==> src/vdp_config.svh <==
/*
 * raster timing, memory depths and word widths for the whole design
 * the raster is tiny on purpose and drives no real monitor
 * widths are fixed, no module is checked at other values
 */
`ifndef VDP_CONFIG_SVH
`define VDP_CONFIG_SVH

// horizontal sections, in pixels
`define H_VISIBLE 16
`define H_FRONT   2
`define H_SYNC    3
`define H_BACK    3
`define H_TOTAL   (`H_VISIBLE + `H_FRONT + `H_SYNC + `H_BACK)   // 24

// vertical sections, in lines
`define V_VISIBLE 8
`define V_FRONT   1
`define V_SYNC    2
`define V_BACK    1
`define V_TOTAL   (`V_VISIBLE + `V_FRONT + `V_SYNC + `V_BACK)   // 12, 288 cycles/frame

`define VRAM_AW   8     // 256 words of video memory
`define PAL_AW    8     // 256 palette entries
`define DATA_W    16    // host bus and memory word

`endif
==> src/vdp_video_pkg.sv <==
/*
 * video side types: raster counters, colour index and colour word
 * counters are 5 bits, enough for the 24 x 12 raster only
 */
`include "vdp_config.svh"

package vdp_video_pkg;

    typedef logic [4:0] h_count_t;  // 0 .. H_TOTAL-1
    typedef logic [4:0] v_count_t;  // 0 .. V_TOTAL-1

    // palette index, one per pixel, two per vram word
    typedef logic [`PAL_AW-1:0] color_index_t;

    // 4:4:4 colour, red in [11:8], green [7:4], blue [3:0]
    typedef logic [11:0] rgb12_t;

    // scanout fetch phase
    typedef enum logic [1:0] {
        FETCH_IDLE, // nothing in flight
        FETCH_WAIT, // granted, read data lands next cycle
        FETCH_HOLD  // high byte out, low byte kept
    } fetch_state_t;

endpackage

==> src/vdp_bus_pkg.sv <==
/*
 * host side types: bus word, video memory address and register numbers
 * register numbers 5 to 7 are unused, they ack and read as zero
 */
`include "vdp_config.svh"

package vdp_bus_pkg;

    // host data word, also the video memory word
    typedef logic [`DATA_W-1:0] bus_word_t;

    // video memory word address
    typedef logic [`VRAM_AW-1:0] vram_addr_t;

    // wishbone register map, word addressed
    typedef enum logic [2:0] {
        REG_VRAM_ADDR = 3'd0,   // vram word address, auto increment
        REG_VRAM_DATA = 3'd1,   // vram data window
        REG_PAL_ADDR  = 3'd2,   // palette entry address
        REG_PAL_DATA  = 3'd3,   // palette data, write only
        REG_INT_CTRL  = 3'd4    // bit 0 mask, bit 8 status / clear
    } reg_num_t;

endpackage

==> src/palette_out.sv <==
/*
 * palette ram with registered lookup and the output stage
 * adds one cycle, syncs and enable delayed to match
 * colour forced to black outside the visible area
 */
`default_nettype none
`timescale 1ns/1ps
`include "vdp_config.svh"

module palette_out (
    input  wire logic                        clk,
    input  wire logic                        reset_i,
    input  wire logic                        pal_we_i,
    input  wire vdp_video_pkg::color_index_t pal_addr_i,
    input  wire vdp_bus_pkg::bus_word_t      pal_wdata_i,     // only low 12 bits kept
    input  wire vdp_video_pkg::color_index_t pix_index_i,
    input  wire logic                        pix_de_i,
    input  wire logic                        pix_hsync_i,
    input  wire logic                        pix_vsync_i,
    output logic [3:0]                       red_o,
    output logic [3:0]                       green_o,
    output logic [3:0]                       blue_o,
    output logic                             hsync_o,
    output logic                             vsync_o,
    output logic                             de_o
);

vdp_video_pkg::rgb12_t pal_ram [2**`PAL_AW];
vdp_video_pkg::rgb12_t rgb_q;

// host write port
always_ff @(posedge clk) begin
    if (pal_we_i) begin
        pal_ram[pal_addr_i] <= pal_wdata_i[11:0];
    end
end

// lookup and blanking in one register stage
always_ff @(posedge clk) begin
    if (reset_i) begin
        rgb_q   <= '0;
        hsync_o <= 1'b0;
        vsync_o <= 1'b0;
        de_o    <= 1'b0;
    end else begin
        rgb_q   <= pix_de_i ? pal_ram[pix_index_i] : '0;   // black in blanking
        hsync_o <= pix_hsync_i;
        vsync_o <= pix_vsync_i;
        de_o    <= pix_de_i;
    end
end

assign red_o   = rgb_q[11:8];
assign green_o = rgb_q[7:4];
assign blue_o  = rgb_q[3:0];

endmodule

`default_nettype wire

==> config.mk <==
export PLATFORM = sky130hd
export DESIGN_NAME = palette_out
export DESIGN_NICKNAME = d
export VERILOG_FILES = /design/src/vdp_video_pkg.sv /design/src/vdp_bus_pkg.sv /design/src/palette_out.sv
export VERILOG_INCLUDE_DIRS = /design/src /design/src/src
export SDC_FILE = /design/constraint.sdc
export NUM_CORES = 2
export LEC_CHECK = 0
export ABC_AREA = 0
export BUFFER_PORTS_ARGS = -buffer_cell sky130_fd_sc_hd__buf_4
export CORE_ASPECT_RATIO = 2
export CORE_MARGIN = 3
export CORE_UTILIZATION = 59
export DETAILED_ROUTE_END_ITERATION = 6
export PLACE_DENSITY = 0.75
export SLEW_MARGIN = 0
export SYNTH_ARGS = -nofsm -noshare
export SYNTH_HDL_FRONTEND = slang
export SYNTH_SLANG_ARGS = --single-unit
==> constraint.sdc <==
create_clock -name clk -period 5.19 [get_ports clk]
set_input_delay 0.2595 -clock clk [delete_from_list [all_inputs] [get_ports clk]]
set_output_delay 0.2595 -clock clk [all_outputs]
set_load 0.1 [all_outputs]
==> summary.md <==
| Metric | Value |
|---|---|
| CP arrival | 4.23 ns |
| Largest area contributor in the netlist | edfxtp_1 |
| Final number of hold-violating endpoints | 2 |
| Max Cap Viol | 1 |
| CTS Buffer Depth | 4 |
| Stages on worst setup path | 8 |
| Total GRT Usage | 0.332 |
| Share of layout cells above drive strength 1 | 0.196 |
| R2R depth | 7 |
| CTS H-tree depth | 4 |
| Top-area cell type share of the netlist area | 0.765 |
| Grt total ovfl | 0 |
| Min-delay worst type | in -> reg |
| Mapped Cells | 5764 |
| Drt first pass iters | 7 |
| Post-layout min period | 3.42 ns |
| Max Slew Vio Count | 2 |
| Layout Skew | 0.0451 ns |
| CTS tree | done |
| Post-layout util | 0.650 |
| Post-CTS Setup Repair Bufs | 0 |
| Busiest grt layer | met2 |
| Register area share after synthesis | 0.767 |
| Initial Util | 0.594 |
| Power Total | 48.3 mW |
| Required @ worst endpoint | 6.00 ns |
| Pin count of the biggest net entering global routing | 169 |
| Met3 Use GR | 0.0671 |
| Peak supply drop | 0.280 mV |
| Synth Net Count | 5802 |
| Peak Freq | 293 MHz |
| Delay-heaviest family, CP | compound AO/OA/AOI/OAI gates |
| Gpl congestion | 1.00 |
| Syn_area_per_cell | 20.9 µm² |
| Distinct cell type count after synthesis | 71 |
| Synth top cells by count | edfxtp_1, mux4_2, mux2i_1, nor2_1, o221ai_1 |
| Setup slack after layout | 1.77 ns |
| DIE AREA | 210000 µm² |
| CTS buffer count | 242 |
| Period utilization | 0.658 |
| Clk sinks | 3087 |
| Static leakage | 41.6 nW |
| CP peak stage delay | 0.95 ns |
| Number of synthesized register bits | 3087 |
| Power per Cell Area | 366 nW/µm² |
| Hold_ws | -0.0180 ns |
| Die Span Y | 645 µm |
| Worst setup startpoint | pix_index_i[2] |
| Failing checks | DRC, hold timing, capacitance limit, slew limit |
| # resized after CTS | 0 |
| Most common cell in the netlist | edfxtp_1 |
| Area Growth Syn to Fin | 9.48% |
| Final ANT Viol Nets | 0 |
| Drc violations | 2 |
| Vias/cell | 7.06 |
| Buf/Inv on CP | 2 |
| Die outline width | 326 µm |
| Top_reg_cell synth | edfxtp_1 |
| Initial antenna violation count | 20 |
| Clk_lat worst skew | 0.90 ns |
| Setup-failing EPs final | 0 |
| Final setup TNS | 0 ns |
| Critical Path End | rgb_q[6]$_SDFF_PP0_ |
| Slowest CP cell | a2111oi_0 |
| Unrepaired setup endpoints after global routing | no |
| YS warnings | 0 |
| Crit path max fanout | 52 |
| PortBufs | 48 |
| First-pass GRT wire length | 483000 µm |
| Clk pin slew, worst setup/hold paths | 0.07 ns |
| Worst R2R Start | pal_ram[245][11]$_DFFE_PP_ |
| Synth area leaders | edfxtp_1, mux4_2, mux2i_1 |
| Wire per inst | 39.0 µm |
| Grt met2 use | 0.541 |
| Post-placement worst setup slack | 1.20 ns |
| I/O pins | 53 |
| CP cell instances | buf_4, nand2_4, buf_4, o221ai_1, o22ai_1, a2111oi_0, nand4_1, o22ai_1 |
| Met1 Track Usage GR | 0.362 |
| Number of global-route vias before repair | 62300 |
| EDFF count, synth | 3072 |
| Startpoint Class | input pin |
| Worst Path Class, Setup | in -> reg |
| Slew margin rel. | -0.0872 |
| Status | complete, but fails checks |
| DR vias | 62900 |
| CTS root buffer | clkbuf_16 |
| Worst r2r dst | rgb_q[11]$_SDFF_PP0_ |
| Critical Path Sink Type | flip-flop |
| Post-CTS Hold Fix Bufs | 7 |
| DR iter-0 viols | 8654 |
| Ys async rst share | 0 |
| Drt total wl | 348000 µm |
| Tightest Pin Transition | 1.62 ns |
| Mapped cell area | 121000 µm² |
| Layout net count | 6025 |
| Core area | 203000 µm² |
| Reg2reg setup slack | 2.20 ns |
| Dpl hpwl | 220000 µm |
| FP Rows | 234 |
==> layer usage <==
metal | share of wire | vias to the layer above
li1 | - | 24700
met1 | 0.30 | 32400
met2 | 0.49 | 4548
met3 | 0.089 | 1294
met4 | 0.12 | 8
met5 | 0.00015 | -
==> worst reg2reg max path: stages, from the launching register on <==
cell	delay, ns
edfxtp_1	0.35
mux2i_1	0.10
o221ai_1	0.33
a21oi_1	0.12
buf_4	0.21
nor4_1	1.05
nand4_1	0.48
o22ai_1	0.29
==> flip-flops by register name (all words and copies together) (netlist names) <==
signal / flops
hsync_o: 1
pal_ram: 3072
rgb_q: 12
vsync_o: 1
de_o: 1
==> worst min-delay path by stage <==
stage	start	to	slack (ns)	cells after the start
floorplan	reset_i	hsync_o$_SDFF_PP0_	0.33	1
finish	pal_wdata_i[4]	pal_ram[179][4]$_DFFE_PP_	-0.02	1
CTS	pal_wdata_i[4]	pal_ram[178][4]$_DFFE_PP_	0.006	1
detailed placement	reset_i	hsync_o$_SDFF_PP0_	0.45	2
global route	pal_wdata_i[4]	pal_ram[178][4]$_DFFE_PP_	0.02	1
global placement	reset_i	vsync_o$_SDFF_PP0_	0.43	2
==> final cells by class <==
type,count,area (µm²)
timing repair buffer,332,2970
antenna,25,62.6
clock inverter,146,1320
tap,2714,3400
fill,12900,71100
sequential,3087,92500
multi-input combinational,2321,25500
clock buffer,286,6280
inverter,3,17.5
==> per-stage QoR <==
| step | cell area, µm² | instances |
|---|---|---|
| after global routing | 132000 | 8890 |
| after global placement | 124000 | 8445 |
| after CTS | 132000 | 8884 |
| after floorplan | 121000 | 5764 |
| final | 132000 | 8914 |
| after detailed placement | 124000 | 8445 |
==> power by group <==
group / internal [mW] / switching, mW
sequential: 27.5 / 0.0295
combinational: 0.782 / 1.86
clock: 9.73 / 8.50
==> logic make-up after synthesis <==
family / synth area share
compound gates: 0.0344
buf+inv: 0.0231
flops: 0.767
mux: 0.146
simple gates: 0.0291
==> layout by cell type (no fill, tap or decap), types with 29 or more instances in the layout <==
| cell type | n |
|---|---|
| nand2_1 | 104 |
| buf_4 | 280 |
| nor2_1 | 287 |
| nand3_1 | 59 |
| o221ai_1 | 135 |
| clkinv_1 | 51 |
| clkbuf_16 | 243 |
| mux2i_1 | 409 |
| a211oi_1 | 36 |
| o22ai_1 | 125 |
| nor4_1 | 29 |
| mux4_2 | 473 |
| nor3_1 | 104 |
| mux4_1 | 105 |
| a22oi_1 | 53 |
| o21ai_0 | 65 |
| clkbuf_1 | 39 |
| a21oi_1 | 55 |
| edfxtp_1 | 3072 |
| nand4_1 | 34 |
| clkinv_2 | 48 |
Note: power is estimated with default switching activity, not from simulation.
