`src/vdp_config.svh`:
```
/*
 * raster timing, memory depths and word widths for the whole design
 * the raster is tiny on purpose and drives no real monitor
 * widths are fixed, no module is checked at other values
 */
`ifndef VDP_CONFIG_SVH
`define VDP_CONFIG_SVH

// horizontal sections, in pixels
`define H_VISIBLE 16
`define H_FRONT   2
`define H_SYNC    3
`define H_BACK    3
`define H_TOTAL   (`H_VISIBLE + `H_FRONT + `H_SYNC + `H_BACK)   // 24

// vertical sections, in lines
`define V_VISIBLE 8
`define V_FRONT   1
`define V_SYNC    2
`define V_BACK    1
`define V_TOTAL   (`V_VISIBLE + `V_FRONT + `V_SYNC + `V_BACK)   // 12, 288 cycles/frame

`define VRAM_AW   8     // 256 words of video memory
`define PAL_AW    8     // 256 palette entries
`define DATA_W    16    // host bus and memory word

`endif
```
`src/vdp_video_pkg.sv`:
```
/*
 * video side types: raster counters, colour index and colour word
 * counters are 5 bits, enough for the 24 x 12 raster only
 */
`include "vdp_config.svh"

package vdp_video_pkg;

    typedef logic [4:0] h_count_t;  // 0 .. H_TOTAL-1
    typedef logic [4:0] v_count_t;  // 0 .. V_TOTAL-1

    // palette index, one per pixel, two per vram word
    typedef logic [`PAL_AW-1:0] color_index_t;

    // 4:4:4 colour, red in [11:8], green [7:4], blue [3:0]
    typedef logic [11:0] rgb12_t;

    // scanout fetch phase
    typedef enum logic [1:0] {
        FETCH_IDLE, // nothing in flight
        FETCH_WAIT, // granted, read data lands next cycle
        FETCH_HOLD  // high byte out, low byte kept
    } fetch_state_t;

endpackage

```
`src/vdp_bus_pkg.sv`:
```
/*
 * host side types: bus word, video memory address and register numbers
 * register numbers 5 to 7 are unused, they ack and read as zero
 */
`include "vdp_config.svh"

package vdp_bus_pkg;

    // host data word, also the video memory word
    typedef logic [`DATA_W-1:0] bus_word_t;

    // video memory word address
    typedef logic [`VRAM_AW-1:0] vram_addr_t;

    // wishbone register map, word addressed
    typedef enum logic [2:0] {
        REG_VRAM_ADDR = 3'd0,   // vram word address, auto increment
        REG_VRAM_DATA = 3'd1,   // vram data window
        REG_PAL_ADDR  = 3'd2,   // palette entry address
        REG_PAL_DATA  = 3'd3,   // palette data, write only
        REG_INT_CTRL  = 3'd4    // bit 0 mask, bit 8 status / clear
    } reg_num_t;

endpackage

```
`src/vram_port_if.sv`:
```
/*
 * one requester's access to video memory
 * requester holds req, we, addr and wdata steady until grant
 * grant is one cycle, read data follows a cycle later and holds
 */
`default_nettype none
`timescale 1ns/1ps

interface vram_port_if ();

    logic                    req;      // held until grant
    logic                    we;       // 1 = write
    vdp_bus_pkg::vram_addr_t addr;
    vdp_bus_pkg::bus_word_t  wdata;
    logic                    grant;    // access happens this cycle
    vdp_bus_pkg::bus_word_t  rdata;    // valid the cycle after grant

    modport requester (output req, we, addr, wdata, input grant, rdata);
    modport arbiter (input req, we, addr, wdata, output grant, rdata);

endinterface

`default_nettype wire

```
`src/host_regs.sv`:
```
/*
 * wishbone classic slave with the host register file
 * master must drop stb for a cycle after each ack
 * vram data accesses wait for the arbiter, scanout always goes first
 * one interrupt source, vertical blank
 */
`default_nettype none
`timescale 1ns/1ps
`include "vdp_config.svh"

module host_regs (
    input  wire logic                         clk,
    input  wire logic                         reset_i,
    input  wire logic                         wb_cyc_i,
    input  wire logic                         wb_stb_i,
    input  wire logic                         wb_we_i,
    input  wire logic [2:0]                   wb_adr_i,
    input  wire vdp_bus_pkg::bus_word_t       wb_dat_i,
    output vdp_bus_pkg::bus_word_t            wb_dat_o,
    output logic                              wb_ack_o,
    vram_port_if.requester                    mem,          // host side of vram
    output logic                              pal_we_o,
    output vdp_video_pkg::color_index_t       pal_addr_o,
    output vdp_bus_pkg::bus_word_t            pal_wdata_o,
    input  wire logic                         vblank_strobe_i,
    output logic                              intr_o
);

vdp_bus_pkg::reg_num_t       reg_sel;
logic                        start;         // new cycle, not yet acked
logic                        reg_go;        // plain register access this cycle
logic                        int_clear;     // write of 1 to INT_CTRL bit 8
vdp_bus_pkg::vram_addr_t     vram_addr_q;
vdp_video_pkg::color_index_t pal_addr_q;
logic                        mask_q;
logic                        status_q;      // vblank pending

assign reg_sel   = vdp_bus_pkg::reg_num_t'(wb_adr_i);
assign start     = wb_cyc_i && wb_stb_i && !wb_ack_o;   // ack cycle blocks a retrigger
assign reg_go    = start && (reg_sel != vdp_bus_pkg::REG_VRAM_DATA);

// vram window, request stays up with stb until granted
assign mem.req   = start && (reg_sel == vdp_bus_pkg::REG_VRAM_DATA);
assign mem.we    = wb_we_i;
assign mem.addr  = vram_addr_q;
assign mem.wdata = wb_dat_i;

// palette write goes straight through, one pulse per bus write
assign pal_we_o    = reg_go && wb_we_i && (reg_sel == vdp_bus_pkg::REG_PAL_DATA);
assign pal_addr_o  = pal_addr_q;
assign pal_wdata_o = wb_dat_i;

assign int_clear = reg_go && wb_we_i && (reg_sel == vdp_bus_pkg::REG_INT_CTRL) && wb_dat_i[8];

always_ff @(posedge clk) begin
    if (reset_i) begin
        wb_ack_o    <= 1'b0;
        vram_addr_q <= '0;
        pal_addr_q  <= '0;
        mask_q      <= 1'b0;
        status_q    <= 1'b0;
        intr_o      <= 1'b0;
    end else begin
        wb_ack_o <= reg_go || mem.grant;                    // vram read data is there next cycle
        status_q <= (status_q && !int_clear) || vblank_strobe_i;  // set wins over clear
        intr_o   <= status_q && mask_q;
        if (mem.grant) begin
            vram_addr_q <= vram_addr_q + 1'b1;              // auto increment, read or write
        end
        if (reg_go) begin
            case (reg_sel)
                vdp_bus_pkg::REG_VRAM_ADDR: if (wb_we_i) vram_addr_q <= wb_dat_i[`VRAM_AW-1:0];
                vdp_bus_pkg::REG_PAL_ADDR:  if (wb_we_i) pal_addr_q <= wb_dat_i[`PAL_AW-1:0];
                vdp_bus_pkg::REG_PAL_DATA:  pal_addr_q <= pal_addr_q + 1'b1;
                vdp_bus_pkg::REG_INT_CTRL:  if (wb_we_i) mask_q <= wb_dat_i[0];
                default: ;                                  // unused numbers do nothing
            endcase
        end
    end
end

// read mux, adr is held through ack
always_comb begin
    wb_dat_o = '0;
    case (reg_sel)
        vdp_bus_pkg::REG_VRAM_ADDR: wb_dat_o[`VRAM_AW-1:0] = vram_addr_q;
        vdp_bus_pkg::REG_VRAM_DATA: wb_dat_o = mem.rdata;      // valid in ack cycle
        vdp_bus_pkg::REG_PAL_ADDR:  wb_dat_o[`PAL_AW-1:0] = pal_addr_q;
        vdp_bus_pkg::REG_INT_CTRL: begin
            wb_dat_o[0] = mask_q;
            wb_dat_o[8] = status_q;
        end
        default: ;                                          // PAL_DATA reads zero
    endcase
end

// ack only inside a cycle the master still holds
ack_in_cycle: assert property (@(posedge clk) disable iff (reset_i)
    wb_ack_o |-> (wb_cyc_i && wb_stb_i));

endmodule

`default_nettype wire

```
`src/flat_wrapper.sv`:
```
// flat-port wrapper written by rule: the top's interface ports become plain ports
module host_regs_flat 
  (clk, reset_i, wb_cyc_i, wb_stb_i, wb_we_i, wb_adr_i, wb_dat_i, wb_dat_o, wb_ack_o, pal_we_o, pal_addr_o, pal_wdata_o, vblank_strobe_i, intr_o, mem_req, mem_we, mem_addr, mem_wdata, mem_grant, mem_rdata);
  vram_port_if mem_i ();
  input  wire logic clk;
  input  wire logic reset_i;
  input  wire logic wb_cyc_i;
  input  wire logic wb_stb_i;
  input  wire logic wb_we_i;
  input  wire logic [2:0] wb_adr_i;
  input  wire vdp_bus_pkg::bus_word_t wb_dat_i;
  output vdp_bus_pkg::bus_word_t wb_dat_o;
  output logic wb_ack_o;
  output logic pal_we_o;
  output vdp_video_pkg::color_index_t pal_addr_o;
  output vdp_bus_pkg::bus_word_t pal_wdata_o;
  input  wire logic vblank_strobe_i;
  output logic intr_o;
  output wire logic [$bits(mem_i.req)-1:0] mem_req;
  output wire logic [$bits(mem_i.we)-1:0] mem_we;
  output wire logic [$bits(mem_i.addr)-1:0] mem_addr;
  output wire logic [$bits(mem_i.wdata)-1:0] mem_wdata;
  input wire logic [$bits(mem_i.grant)-1:0] mem_grant;
  input wire logic [$bits(mem_i.rdata)-1:0] mem_rdata;
  assign mem_req = mem_i.req;
  assign mem_we = mem_i.we;
  assign mem_addr = mem_i.addr;
  assign mem_wdata = mem_i.wdata;
  assign mem_i.grant = mem_grant;
  assign mem_i.rdata = mem_rdata;
  host_regs u_core (.clk(clk), .reset_i(reset_i), .wb_cyc_i(wb_cyc_i), .wb_stb_i(wb_stb_i), .wb_we_i(wb_we_i), .wb_adr_i(wb_adr_i), .wb_dat_i(wb_dat_i), .wb_dat_o(wb_dat_o), .wb_ack_o(wb_ack_o), .mem(mem_i), .pal_we_o(pal_we_o), .pal_addr_o(pal_addr_o), .pal_wdata_o(pal_wdata_o), .vblank_strobe_i(vblank_strobe_i), .intr_o(intr_o));
endmodule
```
`config.mk`:
```
export PLATFORM = sky130hd
export DESIGN_NAME = host_regs_flat
export DESIGN_NICKNAME = d
export VERILOG_FILES = /design/src/vdp_video_pkg.sv /design/src/vdp_bus_pkg.sv /design/src/vram_port_if.sv /design/src/host_regs.sv /design/src/flat_wrapper.sv
export VERILOG_INCLUDE_DIRS = /design/src /design/src/src
export SDC_FILE = /design/constraint.sdc
export NUM_CORES = 1
export LEC_CHECK = 0
export ABC_AREA = 1
export BUFFER_PORTS_ARGS = -buffer_cell sky130_fd_sc_hd__buf_4
export CAP_MARGIN = 20
export CORE_MARGIN = 2
export CORE_UTILIZATION = 46
export CTS_CLUSTER_SIZE = 14
export DETAILED_ROUTE_END_ITERATION = 10
export PLACE_DENSITY_LB_ADDON = 0.25
export SYNTH_ARGS = -nofsm -noshare
export SYNTH_HDL_FRONTEND = slang
export SYNTH_SLANG_ARGS = --single-unit
```
`constraint.sdc`:
```
create_clock -name clk -period 2.5 [get_ports clk]
set_input_delay 0.25 -clock clk [delete_from_list [all_inputs] [get_ports clk]]
set_output_delay 0.25 -clock clk [all_outputs]
set_load 0.02 [all_outputs]
```
==> results.py <==
metrics = {
    "critical_path": {
        "cp_max_fo": 8,
        "arrival_ns": 1.35,
        "path_delay_family": "simple AND/OR/NAND/NOR gates",
        "worstSetupStartpointType": "input pin",
        "path_class": "in2out",
        "critPathSlowestCell": "nor2_1",
        "path_buf_inv": 3,
        "cp_slowest_stage_delay_ns": 0.39,
        "end_kind": "output port",
        "required_ns": 2.25,
        "crit_chain": "buf_4, inv_2, nand2_1, nor2_1, nand2_1, o211ai_1, buf_4",
    },
    "sta": {
        "setup_viol": 0,
        "hold_viol_final": 0,
        "worst-slew-pin-transition_ns": 0.466,
        "post-route-period-util_pct": 64.0,
        "drv_slew": 0,
        "post-route-min-period_ns": 1.60,
        "grt_setup_unrepaired": "false",
        "slew-limit-headroom_pct": 68.8,
        "setup_tns_ns": 0,
        "clock.fmax_mhz": 625,
        "clock_skew_ns": 0.00541,
    },
    "hold_path": {
        "hold_path.class": "in2reg",
    },
    "die": {
        "io_pins": 111,
        "core_area_um2": 3420,
        "start_util_pct": 49.0,
        "rows": 21,
        "die_w_um": 64.3,
        "fp.dieArea_um2": 4140,
        "dieHeight_um": 64.3,
    },
    "drt": {
        "wl_met3_um": 318,
        "drt_iter0_markers": 91,
        "drtPass1Iterations": 4,
        "vias": 1818,
        "route.detailed.drc": 0,
        "wl_met1_um": 1830,
        "dr_wl_met2_um": 2280,
        "avgViaCountPerCell": 4.93,
        "top_layer_used": "met4",
        "wl_per_cell_um": 12.1,
        "wirelength_um": 4460,
        "ant_nets": 0,
    },
    "logic_synthesis": {
        "synth_top_family_by_area": "simple AND/OR/NAND/NOR gates",
        "synthXorXnorAreaFrac_pct": 1.05,
        "synthMuxAreaShare_pct": 0,
        "syn_area_um2": 1670,
        "synth_seq_area_share_pct": 23.9,
        "synth_area_per_cell_um2": 6.27,
        "synth_compound_area_share_pct": 11.7,
        "yosysTopAreaCell": "dfxtp_1",
        "synth_top_area_share_pct": 23.9,
        "netlist_instances": 267,
        "synth_cell_types": 30,
        "synth_area_leaders": "dfxtp_1, buf_4, nand2_1",
        "syn_nets": 311,
        "yosys.area_share.simple_pct": 39.6,
        "yosysWarnings": 0,
        "ys_seq_elements": 20,
        "synth_fa_ha_area_share_pct": 1.49,
    },
    "run": {
        "max-cap-violations": 0,
    },
    "finish": {
        "final_cells": 369,
        "diodes": 0,
        "syn_to_final_growth_pct": 29.1,
        "nets": 368,
        "fillers": 335,
        "drive_gt1_share_pct": 36.2,
    },
    "power_and_ir_drop": {
        "p_per_area_nw_per_um2": 346,
        "irDropWorstVdd_uv": 378,
        "power.leakage_nw": 1.03,
    },
    "clock_tree": {
        "cts_resized": 0,
        "ctsHoldBuffers": 0,
        "cts_buffer_depth": 2,
        "insertion_delay_ns": 0.30,
        "clk_pin_slew_ns": 0.11,
        "cts-root-buf": "clkbuf_4",
        "cts_htree_levels": 1,
        "cts_tree": "built",
        "cts_made_buffers": 3,
        "cts_sinks": 20,
        "post_cts_buffers": 0,
    },
    "placement": {
        "port_buffers": 89,
        "post-place-cells": 365,
        "globalplace.congestion": 0.879,
        "dpl.hpwl_um": 3570,
    },
    "global_route": {
        "grt_max_degree": 16,
        "grt_usage_pct": 22.4,
        "antenna_found_initial": 0,
        "grt-ovfl-total": 0,
        "grt_pass1_vias": 1636,
        "grt_pass1_wl_um": 7410,
    },
    "run_status": {
        "status": "finished, final reports clean",
    },
}
[layout by cell type (no fill, tap or decap), types with 3 or more instances in the layout]
master	netlist	layout
a21oi_1	12	12
buf_4	34	89
clkbuf_4	0	3
dfxtp_1	20	20
inv_1	20	20
inv_2	5	5
nand2_1	66	66
nand3_1	12	12
nor2_1	41	41
nor2_2	6	6
nor3_1	5	5
o211ai_1	5	5
o21ai_1	14	14
or2_2	3	3
[report_power, final]
group | internal, W | switching (W) | leakage (nW)
logic | 0.0000981 | 0.000121 | 0.850
clock network | 0.0000889 | 0.000101 | 0.0210
registers | 0.000327 | 0.0000115 | 0.162
total | 0.000514 | 0.000234 | 1.03
[through the flow]
stage | util [%] | cell area [um2] | setup WS [ns] | hold slack [ns] | power, W
detailed placement | 62.2 | 2130 | 0.890 | 0.448 | 0.000566
floorplan | - | 1670 | 1.18 | 0.367 | 0.000507
CTS | 63.3 | 2160 | 0.892 | 0.135 | 0.000759
global placement | 62.2 | 2130 | 0.880 | 0.455 | 0.000564
finish | 63.3 | 2160 | 0.901 | 0.146 | 0.000748
global route | 63.3 | 2160 | 0.758 | 0.158 | 0.000789
[path summary, 6_finish.rpt]
| check | endpoint | cells after the start | from | slack (ns) |
|---|---|---|---|---|
| max | wb_dat_o[2] | 7 | wb_adr_i[2] | 0.90 |
| min | u_core.status_q$_SDFF_PP0_ | 3 | vblank_strobe_i | 0.15 |
| max reg2reg | u_core.pal_addr_o[6]$_SDFFE_PP0P_ | 9 | u_core.pal_addr_o[1]$_SDFFE_PP0P_ | 1.16 |
| min reg2reg | u_core.intr_o$_SDFF_PP0_ | 2 | u_core.mask_q$_SDFFE_PP0P_ | 0.46 |
[logic make-up after synthesis]
kind of cell / Yosys count
XOR/XNOR: 2
adder cells (fa/ha/maj): 2
flip-flops: 20
buffers and inverters: 63
AO/OA/AOI/OAI: 35
AND/OR/NAND/NOR: 145
[registers in the layout (all words and copies together) (netlist names)]
register	flops
u_core.mask_q	1
u_core.mem.addr	8
u_core.wb_ack_o	1
u_core.intr_o	1
u_core.pal_addr_o	8
u_core.status_q	1
[final cells by class]
cell class | instances | area (um2) | area share [%]
inverters | 26 | 98.8 | 4.57
well taps | 46 | 57.6 | 2.66
flip-flops and latches | 20 | 400 | 18.5
repair buffers | 89 | 668 | 30.9
clock buffers | 4 | 36.3 | 1.68
multi-input cells | 184 | 901 | 41.7
[routing by layer]
metal,up-vias,global-route usage (%)
li1,933,-
met5,-,0
met3,4,4.75
met4,0,4.52
met1,823,27.7
met2,58,39.8
[worst reg2reg max path, cell delays in order (launching register included)]
cell     delay, ns
dfxtp_1       0.43
ha_1          0.21
nand3_1       0.09
nor2_1        0.18
nand2_1       0.07
nand2_1       0.06
nand2_1       0.04
nand2_1       0.05
nand2_1       0.04
nor2_1        0.11
[synth_stat cells]
cell,number
clkbuf_1,2
nor2_2,6
o211ai_1,5
nand2_1,66
nand3_4,1
nand2_2,2
nor2_4,2
xor2_1,1
and2_1,1
o21ai_0,2
nor3_1,5
dfxtp_1,20
clkinv_2,1
nor2_1,41
a21oi_2,1
xnor2_1,1
nand3b_1,1
a22o_1,1
nand4_1,2
nand4_4,1
inv_2,5
buf_4,34
buf_6,1
inv_1,20
ha_1,2
a21oi_1,12
nand3_2,2
o21ai_1,14
nand3_1,12
or2_2,3
Power figures use the tool's default switching activity.
