<file path="src/vdp_config.svh">
/*
 * raster timing, memory depths and word widths for the whole design
 * the raster is tiny on purpose and drives no real monitor
 * widths are fixed, no module is checked at other values
 */
`ifndef VDP_CONFIG_SVH
`define VDP_CONFIG_SVH

// horizontal sections, in pixels
`define H_VISIBLE 16
`define H_FRONT   2
`define H_SYNC    3
`define H_BACK    3
`define H_TOTAL   (`H_VISIBLE + `H_FRONT + `H_SYNC + `H_BACK)   // 24

// vertical sections, in lines
`define V_VISIBLE 8
`define V_FRONT   1
`define V_SYNC    2
`define V_BACK    1
`define V_TOTAL   (`V_VISIBLE + `V_FRONT + `V_SYNC + `V_BACK)   // 12, 288 cycles/frame

`define VRAM_AW   8     // 256 words of video memory
`define PAL_AW    8     // 256 palette entries
`define DATA_W    16    // host bus and memory word

`endif
</file>
<file path="src/vdp_video_pkg.sv">
/*
 * video side types: raster counters, colour index and colour word
 * counters are 5 bits, enough for the 24 x 12 raster only
 */
`include "vdp_config.svh"

package vdp_video_pkg;

    typedef logic [4:0] h_count_t;  // 0 .. H_TOTAL-1
    typedef logic [4:0] v_count_t;  // 0 .. V_TOTAL-1

    // palette index, one per pixel, two per vram word
    typedef logic [`PAL_AW-1:0] color_index_t;

    // 4:4:4 colour, red in [11:8], green [7:4], blue [3:0]
    typedef logic [11:0] rgb12_t;

    // scanout fetch phase
    typedef enum logic [1:0] {
        FETCH_IDLE, // nothing in flight
        FETCH_WAIT, // granted, read data lands next cycle
        FETCH_HOLD  // high byte out, low byte kept
    } fetch_state_t;

endpackage

</file>
<file path="src/vdp_bus_pkg.sv">
/*
 * host side types: bus word, video memory address and register numbers
 * register numbers 5 to 7 are unused, they ack and read as zero
 */
`include "vdp_config.svh"

package vdp_bus_pkg;

    // host data word, also the video memory word
    typedef logic [`DATA_W-1:0] bus_word_t;

    // video memory word address
    typedef logic [`VRAM_AW-1:0] vram_addr_t;

    // wishbone register map, word addressed
    typedef enum logic [2:0] {
        REG_VRAM_ADDR = 3'd0,   // vram word address, auto increment
        REG_VRAM_DATA = 3'd1,   // vram data window
        REG_PAL_ADDR  = 3'd2,   // palette entry address
        REG_PAL_DATA  = 3'd3,   // palette data, write only
        REG_INT_CTRL  = 3'd4    // bit 0 mask, bit 8 status / clear
    } reg_num_t;

endpackage

</file>
<file path="src/vram_port_if.sv">
/*
 * one requester's access to video memory
 * requester holds req, we, addr and wdata steady until grant
 * grant is one cycle, read data follows a cycle later and holds
 */
`default_nettype none
`timescale 1ns/1ps

interface vram_port_if ();

    logic                    req;      // held until grant
    logic                    we;       // 1 = write
    vdp_bus_pkg::vram_addr_t addr;
    vdp_bus_pkg::bus_word_t  wdata;
    logic                    grant;    // access happens this cycle
    vdp_bus_pkg::bus_word_t  rdata;    // valid the cycle after grant

    modport requester (output req, we, addr, wdata, input grant, rdata);
    modport arbiter (input req, we, addr, wdata, output grant, rdata);

endinterface

`default_nettype wire

</file>
<file path="src/scanout.sv">
/*
 * raster counters, sync decode and pixel fetch from video memory
 * one word per two visible pixels, high byte first
 * relies on the arbiter granting video in the cycle of the request
 * index and sync outputs run two cycles behind the counters
 */
`default_nettype none
`timescale 1ns/1ps
`include "vdp_config.svh"

module scanout (
    input  wire logic                   clk,
    input  wire logic                   reset_i,
    vram_port_if.requester              mem,            // video side of vram
    output vdp_video_pkg::color_index_t pix_index_o,
    output logic                        pix_de_o,
    output logic                        pix_hsync_o,
    output logic                        pix_vsync_o,
    output logic                        vblank_strobe_o
);

vdp_video_pkg::h_count_t     h_q;
vdp_video_pkg::v_count_t     v_q;
logic                        h_last, v_last;
logic                        visible;
logic                        hsync, vsync;
vdp_video_pkg::fetch_state_t state_q;
vdp_video_pkg::color_index_t lo_q;            // low byte waiting its turn
logic                        de_d1, hs_d1, vs_d1;

assign h_last  = (h_q == vdp_video_pkg::h_count_t'(`H_TOTAL - 1));
assign v_last  = (v_q == vdp_video_pkg::v_count_t'(`V_TOTAL - 1));
assign visible = (h_q < vdp_video_pkg::h_count_t'(`H_VISIBLE)) &&
                 (v_q < vdp_video_pkg::v_count_t'(`V_VISIBLE));
// sync windows sit after the front porch, active high
assign hsync = (h_q >= vdp_video_pkg::h_count_t'(`H_VISIBLE + `H_FRONT)) &&
               (h_q < vdp_video_pkg::h_count_t'(`H_VISIBLE + `H_FRONT + `H_SYNC));
assign vsync = (v_q >= vdp_video_pkg::v_count_t'(`V_VISIBLE + `V_FRONT)) &&
               (v_q < vdp_video_pkg::v_count_t'(`V_VISIBLE + `V_FRONT + `V_SYNC));

assign vblank_strobe_o = (h_q == '0) && (v_q == vdp_video_pkg::v_count_t'(`V_VISIBLE));

always_ff @(posedge clk) begin
    if (reset_i) begin
        h_q <= '0;
        v_q <= '0;
    end else begin
        h_q <= h_last ? '0 : h_q + 1'b1;
        if (h_last) begin
            v_q <= v_last ? '0 : v_q + 1'b1;
        end
    end
end

// word (y*H_VISIBLE + x)/2 at each even visible x
assign mem.req   = visible && !h_q[0];
assign mem.we    = 1'b0;                  // read only
assign mem.wdata = '0;
assign mem.addr  = vdp_bus_pkg::vram_addr_t'((32'(v_q) * `H_VISIBLE + 32'(h_q)) >> 1);

always_ff @(posedge clk) begin
    if (reset_i) begin
        state_q <= vdp_video_pkg::FETCH_IDLE;
    end else begin
        case (state_q)
            vdp_video_pkg::FETCH_IDLE: if (mem.grant) state_q <= vdp_video_pkg::FETCH_WAIT;
            vdp_video_pkg::FETCH_WAIT: state_q <= vdp_video_pkg::FETCH_HOLD;
            default: state_q <= mem.grant ? vdp_video_pkg::FETCH_WAIT   // back to back words
                                          : vdp_video_pkg::FETCH_IDLE;
        endcase
    end
end

// pixel index stream
always_ff @(posedge clk) begin
    if (state_q == vdp_video_pkg::FETCH_WAIT) begin
        pix_index_o <= mem.rdata[15:8];   // even pixel
        lo_q        <= mem.rdata[7:0];
    end else if (state_q == vdp_video_pkg::FETCH_HOLD) begin
        pix_index_o <= lo_q;              // odd pixel
    end
end

// two stage delay to line up with the index
always_ff @(posedge clk) begin
    if (reset_i) begin
        de_d1       <= 1'b0;
        hs_d1       <= 1'b0;
        vs_d1       <= 1'b0;
        pix_de_o    <= 1'b0;
        pix_hsync_o <= 1'b0;
        pix_vsync_o <= 1'b0;
    end else begin
        de_d1       <= visible;
        hs_d1       <= hsync;
        vs_d1       <= vsync;
        pix_de_o    <= de_d1;
        pix_hsync_o <= hs_d1;
        pix_vsync_o <= vs_d1;
    end
end

// request may not be withdrawn before the arbiter takes it
req_held: assert property (@(posedge clk) disable iff (reset_i)
    (mem.req && !mem.grant) |=> mem.req);

endmodule

`default_nettype wire

</file>
<file path="src/flat_wrapper.sv">
// flat-port wrapper written by rule: the top's interface ports become plain ports
module scanout_flat 
  (clk, reset_i, pix_index_o, pix_de_o, pix_hsync_o, pix_vsync_o, vblank_strobe_o, mem_req, mem_we, mem_addr, mem_wdata, mem_grant, mem_rdata);
  vram_port_if mem_i ();
  input  wire logic clk;
  input  wire logic reset_i;
  output vdp_video_pkg::color_index_t pix_index_o;
  output logic pix_de_o;
  output logic pix_hsync_o;
  output logic pix_vsync_o;
  output logic vblank_strobe_o;
  output wire logic [$bits(mem_i.req)-1:0] mem_req;
  output wire logic [$bits(mem_i.we)-1:0] mem_we;
  output wire logic [$bits(mem_i.addr)-1:0] mem_addr;
  output wire logic [$bits(mem_i.wdata)-1:0] mem_wdata;
  input wire logic [$bits(mem_i.grant)-1:0] mem_grant;
  input wire logic [$bits(mem_i.rdata)-1:0] mem_rdata;
  assign mem_req = mem_i.req;
  assign mem_we = mem_i.we;
  assign mem_addr = mem_i.addr;
  assign mem_wdata = mem_i.wdata;
  assign mem_i.grant = mem_grant;
  assign mem_i.rdata = mem_rdata;
  scanout u_core (.clk(clk), .reset_i(reset_i), .mem(mem_i), .pix_index_o(pix_index_o), .pix_de_o(pix_de_o), .pix_hsync_o(pix_hsync_o), .pix_vsync_o(pix_vsync_o), .vblank_strobe_o(vblank_strobe_o));
endmodule
</file>
<file path="config.mk">
export PLATFORM = sky130hd
export DESIGN_NAME = scanout_flat
export DESIGN_NICKNAME = d
export VERILOG_FILES = /design/src/vdp_video_pkg.sv /design/src/vdp_bus_pkg.sv /design/src/vram_port_if.sv /design/src/scanout.sv /design/src/flat_wrapper.sv
export VERILOG_INCLUDE_DIRS = /design/src /design/src/src
export SDC_FILE = /design/constraint.sdc
export NUM_CORES = 1
export LEC_CHECK = 0
export BUFFER_PORTS_ARGS = -buffer_cell sky130_fd_sc_hd__buf_2
export CAP_MARGIN = 40
export CORE_UTILIZATION = 28
export CTS_BUF_LIST = sky130_fd_sc_hd__clkbuf_2 sky130_fd_sc_hd__clkbuf_4 sky130_fd_sc_hd__clkbuf_8
export CTS_CLUSTER_DIAMETER = 200
export CTS_CLUSTER_SIZE = 14
export DETAILED_ROUTE_END_ITERATION = 8
export HOLD_SLACK_MARGIN = 0.05
export SLEW_MARGIN = 20
export SYNTH_ARGS = -nofsm -noshare
export SYNTH_HDL_FRONTEND = slang
export SYNTH_SLANG_ARGS = --single-unit
export TNS_END_PERCENT = 20
</file>
<file path="constraint.sdc">
create_clock -name clk -period 2.1 [get_ports clk]
set_input_delay 0.21 -clock clk [delete_from_list [all_inputs] [get_ports clk]]
set_output_delay 0.21 -clock clk [all_outputs]
set_load 0.1 [all_outputs]
</file>
==> results.sh <==
export IMPL_setup_worst_path_class="flop to output pin"
export IMPL_violation_count_after_the_first_detailed_route_iteration=31
export IMPL_max_cap_violations=0
export IMPL_detail_route_wirelength_mm=2.96
export IMPL_dp_hpwl_mm=2.16
export IMPL_post_synth_edffs=16
export IMPL_share_of_final_layout_standard_cells_stronger_than_drive_strength_1_pct=33.7
export IMPL_num_fill_cells=577
export IMPL_number_of_antenna_violations_at_the_first_check_in_global_routing=0
export IMPL_clkTransAtPathRegs_ns=0.07
export IMPL_post_drt_wl_per_cell_um=11.6
export IMPL_worst_skew_pair_late_latency_ns=0.29
export IMPL_core_region_area_sq_um=5640
export IMPL_ff2ff_setup_slack_ns=0.44
export IMPL_post_cts_hold_buffer_count=0
export IMPL_floorplan_die_area_sq_um=6290
export IMPL_synth_top_family_by_area="simple AND/OR/NAND/NOR gates"
export IMPL_synth_yosys_seq_area_share_pct=50.3
export IMPL_fin_util_pct=34.6
export IMPL_gp_congestion=0.746
export IMPL_cts_sinks=34
export IMPL_design_portCount=57
export IMPL_synth_cell_types=33
export IMPL_synthesized_instance_count=146
export IMPL_floorplan_die_height_um=79.3
export IMPL_synth_compound_area_share_pct=4.26
export IMPL_net_count_of_the_finished_layout=212
export IMPL_start_util_pct=29.7
export IMPL_worstHoldPathType="input pin to flop"
export IMPL_timing_final_setup_violations=0
export IMPL_hold_path_depth=1
export IMPL_syn_area_per_cell_sq_um=11.5
export IMPL_timing_hold_ws_ns=0.0946
export IMPL_post_cts_buffers=0
export IMPL_post_synth_and_or_nand_nor_area_fraction_pct=15.0
export IMPL_timing_critical_path_from_type="flop"
export IMPL_post_synth_fa_ha_maj_area_fraction_pct=7.48
export IMPL_grt_total_usage_pct=10.2
export IMPL_setup_repair_after_global_routing_missed_its_margin="no"
export IMPL_worst_endpoint_arrival_ns=1.77
export IMPL_drv_slew=0
export IMPL_path_buf_inv=1
export IMPL_cp_cell_sequence="or4_1 -> nor2_1 -> buf_2"
export IMPL_synth_warnings=0
export IMPL_grt_pass1_wl_mm=4.69
export IMPL_route_vias_total=1094
export IMPL_synth_seq_cells=34
export IMPL_die_w_um=79.3
export IMPL_numCtsBuffers=5
export IMPL_cp_end_kind="output pin"
export IMPL_path_length_in_cells_of_the_critical_path=3
export IMPL_placed_cell_areas_sq_um=1870
export IMPL_synth_mux_area_fraction_pct=6.88
export IMPL_achievable_frequency_mhz=505
export IMPL_seqCellArea_sq_um=841
export IMPL_reg2reg_to="u_core.v_q[4]$_SDFFE_PP0N_"
export IMPL_cts_htree_levels=2
export IMPL_grt_max_degree=19
export IMPL_asyncSetResetFlopFracSynth_pct=0
export IMPL_cts_root_buffer="sky130_fd_sc_hd__clkbuf_8"
export IMPL_run_status="completed"
export IMPL_critPathCapture="vblank_strobe_o"
export IMPL_globalRoute_totalOverflow=0
export IMPL_ant_nets=0
export IMPL_tritoncts="done"
export IMPL_totalPowerFinal_mw=1.82
export IMPL_worstSetupStartpoint="u_core.v_q[4]$_SDFFE_PP0N_"
export IMPL_area_growth_pct=16.8
export IMPL_critPathSlowestCell="sky130_fd_sc_hd__or4_1"
export IMPL_post_drt_via_cell_ratio=4.27
export IMPL_drt_first_pass_iters=4
export IMPL_finalWorstPathRequiredPeriod_ns=1.98
export IMPL_ctsLongestPathBuffers=2
export IMPL_ys_flop_type="sky130_fd_sc_hd__dfxtp_1"
export IMPL_multiInputGateArea_sq_um=684
export IMPL_fin_skew_ns=0.00611
export IMPL_timing_final_crit_share_pct=94.4
export IMPL_critical_path_max_fanout=7
export IMPL_post_synth_design_cell_area_sq_um=1670
export IMPL_port_buffers=39
export IMPL_drc=0
export IMPL_post_synth_xor_area_fraction_pct=2.62
export IMPL_critical_path_max_stage_delay_ns=0.55
export IMPL_mostFrequentLayoutCell="sky130_fd_sc_hd__buf_2"
export IMPL_layout_cell_area_non_filler_sq_um=1950
export IMPL_critPathRequiredTime_ns=1.89
export IMPL_r2r_start="u_core.h_q[1]$_SDFF_PP0_"
export IMPL_ff2ff_path_depth=4
export IMPL_report_final_hold_viol_count=0
export IMPL_insertedDiodeCount=0
export IMPL_power_ir_vdd_worst_uv=401
export IMPL_critical_path_top_delay_family="simple AND/OR/NAND/NOR gates"
export IMPL_most_common_layout_cells="sky130_fd_sc_hd__buf_2, sky130_fd_sc_hd__dfxtp_1, sky130_fd_sc_hd__conb_1"
export IMPL_power_density_nw_per_um2=929
export IMPL_leakage_nw=0.851
export IMPL_number_of_global_route_vias_before_repair=996
export IMPL_rows=27
worst min-delay path by stage:
stage / from / end / slack [ns]
global route: mem_rdata[7] / u_core.lo_q[7]$_DFFE_PP_ / 0.08
finish: mem_rdata[5] / u_core.lo_q[5]$_DFFE_PP_ / 0.09
CTS: mem_rdata[5] / u_core.lo_q[5]$_DFFE_PP_ / 0.08
floorplan: mem_rdata[0] / u_core.lo_q[0]$_DFFE_PP_ / 0.31
detailed placement: mem_rdata[5] / u_core.lo_q[5]$_DFFE_PP_ / 0.39
global placement: mem_rdata[7] / u_core.lo_q[7]$_DFFE_PP_ / 0.39
metal layers:
| layer | vias to the layer above | wire length (um) | global-route usage, % |
|---|---|---|---|
| li1 | 547 | - | - |
| met1 | 497 | 1290 | 11.8 |
| met2 | 43 | 1380 | 16.2 |
| met3 | 7 | 217 | 3.45 |
| met4 | 0 | 70 | 6.55 |
| met5 | - | 0 | 0 |
cells in the mapped netlist, types with 2 or more instances:
cell                       count  area, sq um
sky130_fd_sc_hd__a21oi_1       5         25.0
sky130_fd_sc_hd__and4b_1       2         20.0
sky130_fd_sc_hd__buf_4        23          173
sky130_fd_sc_hd__clkbuf_1      3         11.3
sky130_fd_sc_hd__dfxtp_1      18          360
sky130_fd_sc_hd__edfxtp_1     16          480
sky130_fd_sc_hd__ha_1         10          125
sky130_fd_sc_hd__inv_1         7         26.3
sky130_fd_sc_hd__mux2_2        8         90.1
sky130_fd_sc_hd__nand2_1       6         22.5
sky130_fd_sc_hd__nand3_1       6         30.0
sky130_fd_sc_hd__nand4b_1      4         35.0
sky130_fd_sc_hd__nor2_1        5         18.8
sky130_fd_sc_hd__nor2b_1       4         25.0
sky130_fd_sc_hd__nor3_1        3         15.0
sky130_fd_sc_hd__nor3b_1       2         15.0
sky130_fd_sc_hd__nor4_1        2         12.5
sky130_fd_sc_hd__o21ai_0       3         15.0
sky130_fd_sc_hd__or4_1         2         15.0
sky130_fd_sc_hd__xnor2_1       3         26.3
sky130_fd_sc_hd__xor2_1        2         17.5
timing repair:
action | 4_1_cts | 5_1_grt
endpoints found under the hold margin | 0 | 0
endpoints found under the setup margin | 0 | 1
gates resized for setup | 0 | 1
flip-flops by register name, indices dropped and copies added, names as in the netlist:
register            flops
u_core.state_q          2
u_core.pix_hsync_o      1
u_core.h_q              5
u_core.de_d1            1
u_core.pix_vsync_o      1
u_core.vs_d1            1
u_core.v_q              5
u_core.hs_d1            1
u_core.pix_index_o      8
u_core.lo_q             8
u_core.pix_de_o         1
report_power, final:
group / internal (mW) / switching [mW] / total, mW
clock: 0.227 / 0.244 / 0.471
sequential: 0.769 / 0.0228 / 0.792
combinational: 0.0899 / 0.463 / 0.553
logic make-up (layout without fill, tap and decap cells):
group / after synthesis / after routing
adders and majority gates: 10 / 10
AOI/OAI and AO/OA: 11 / 11
DFF: 34 / 34
and+or+nand+nor: 41 / 41
other: 1 / 17
muxes: 10 / 10
xor gates and xnor gates: 5 / 5
buffers and inverters: 34 / 56
through the flow:
step | instances | worst slack, ns | TNS (ns)
2_1_floorplan | 162 | -0.429 | -1.36
3_5_place_dp | 248 | 0.373 | 0
4_1_cts | 256 | 0.0466 | 0
3_3_place_gp | 248 | 0.420 | 0
6_report | 256 | 0.118 | 0
5_1_grt | 256 | 0.00175 | 0
area by class of cell:
cell class,count,share of cell area [%]
inverter,7,1.34
multi-input combinational,94,35.0
clock buffer,5,3.52
clock inverter,3,0.832
timing repair buffer,41,11.7
sequential,34,43.0
tap,72,4.61
(Power assumes the default switching activity.)
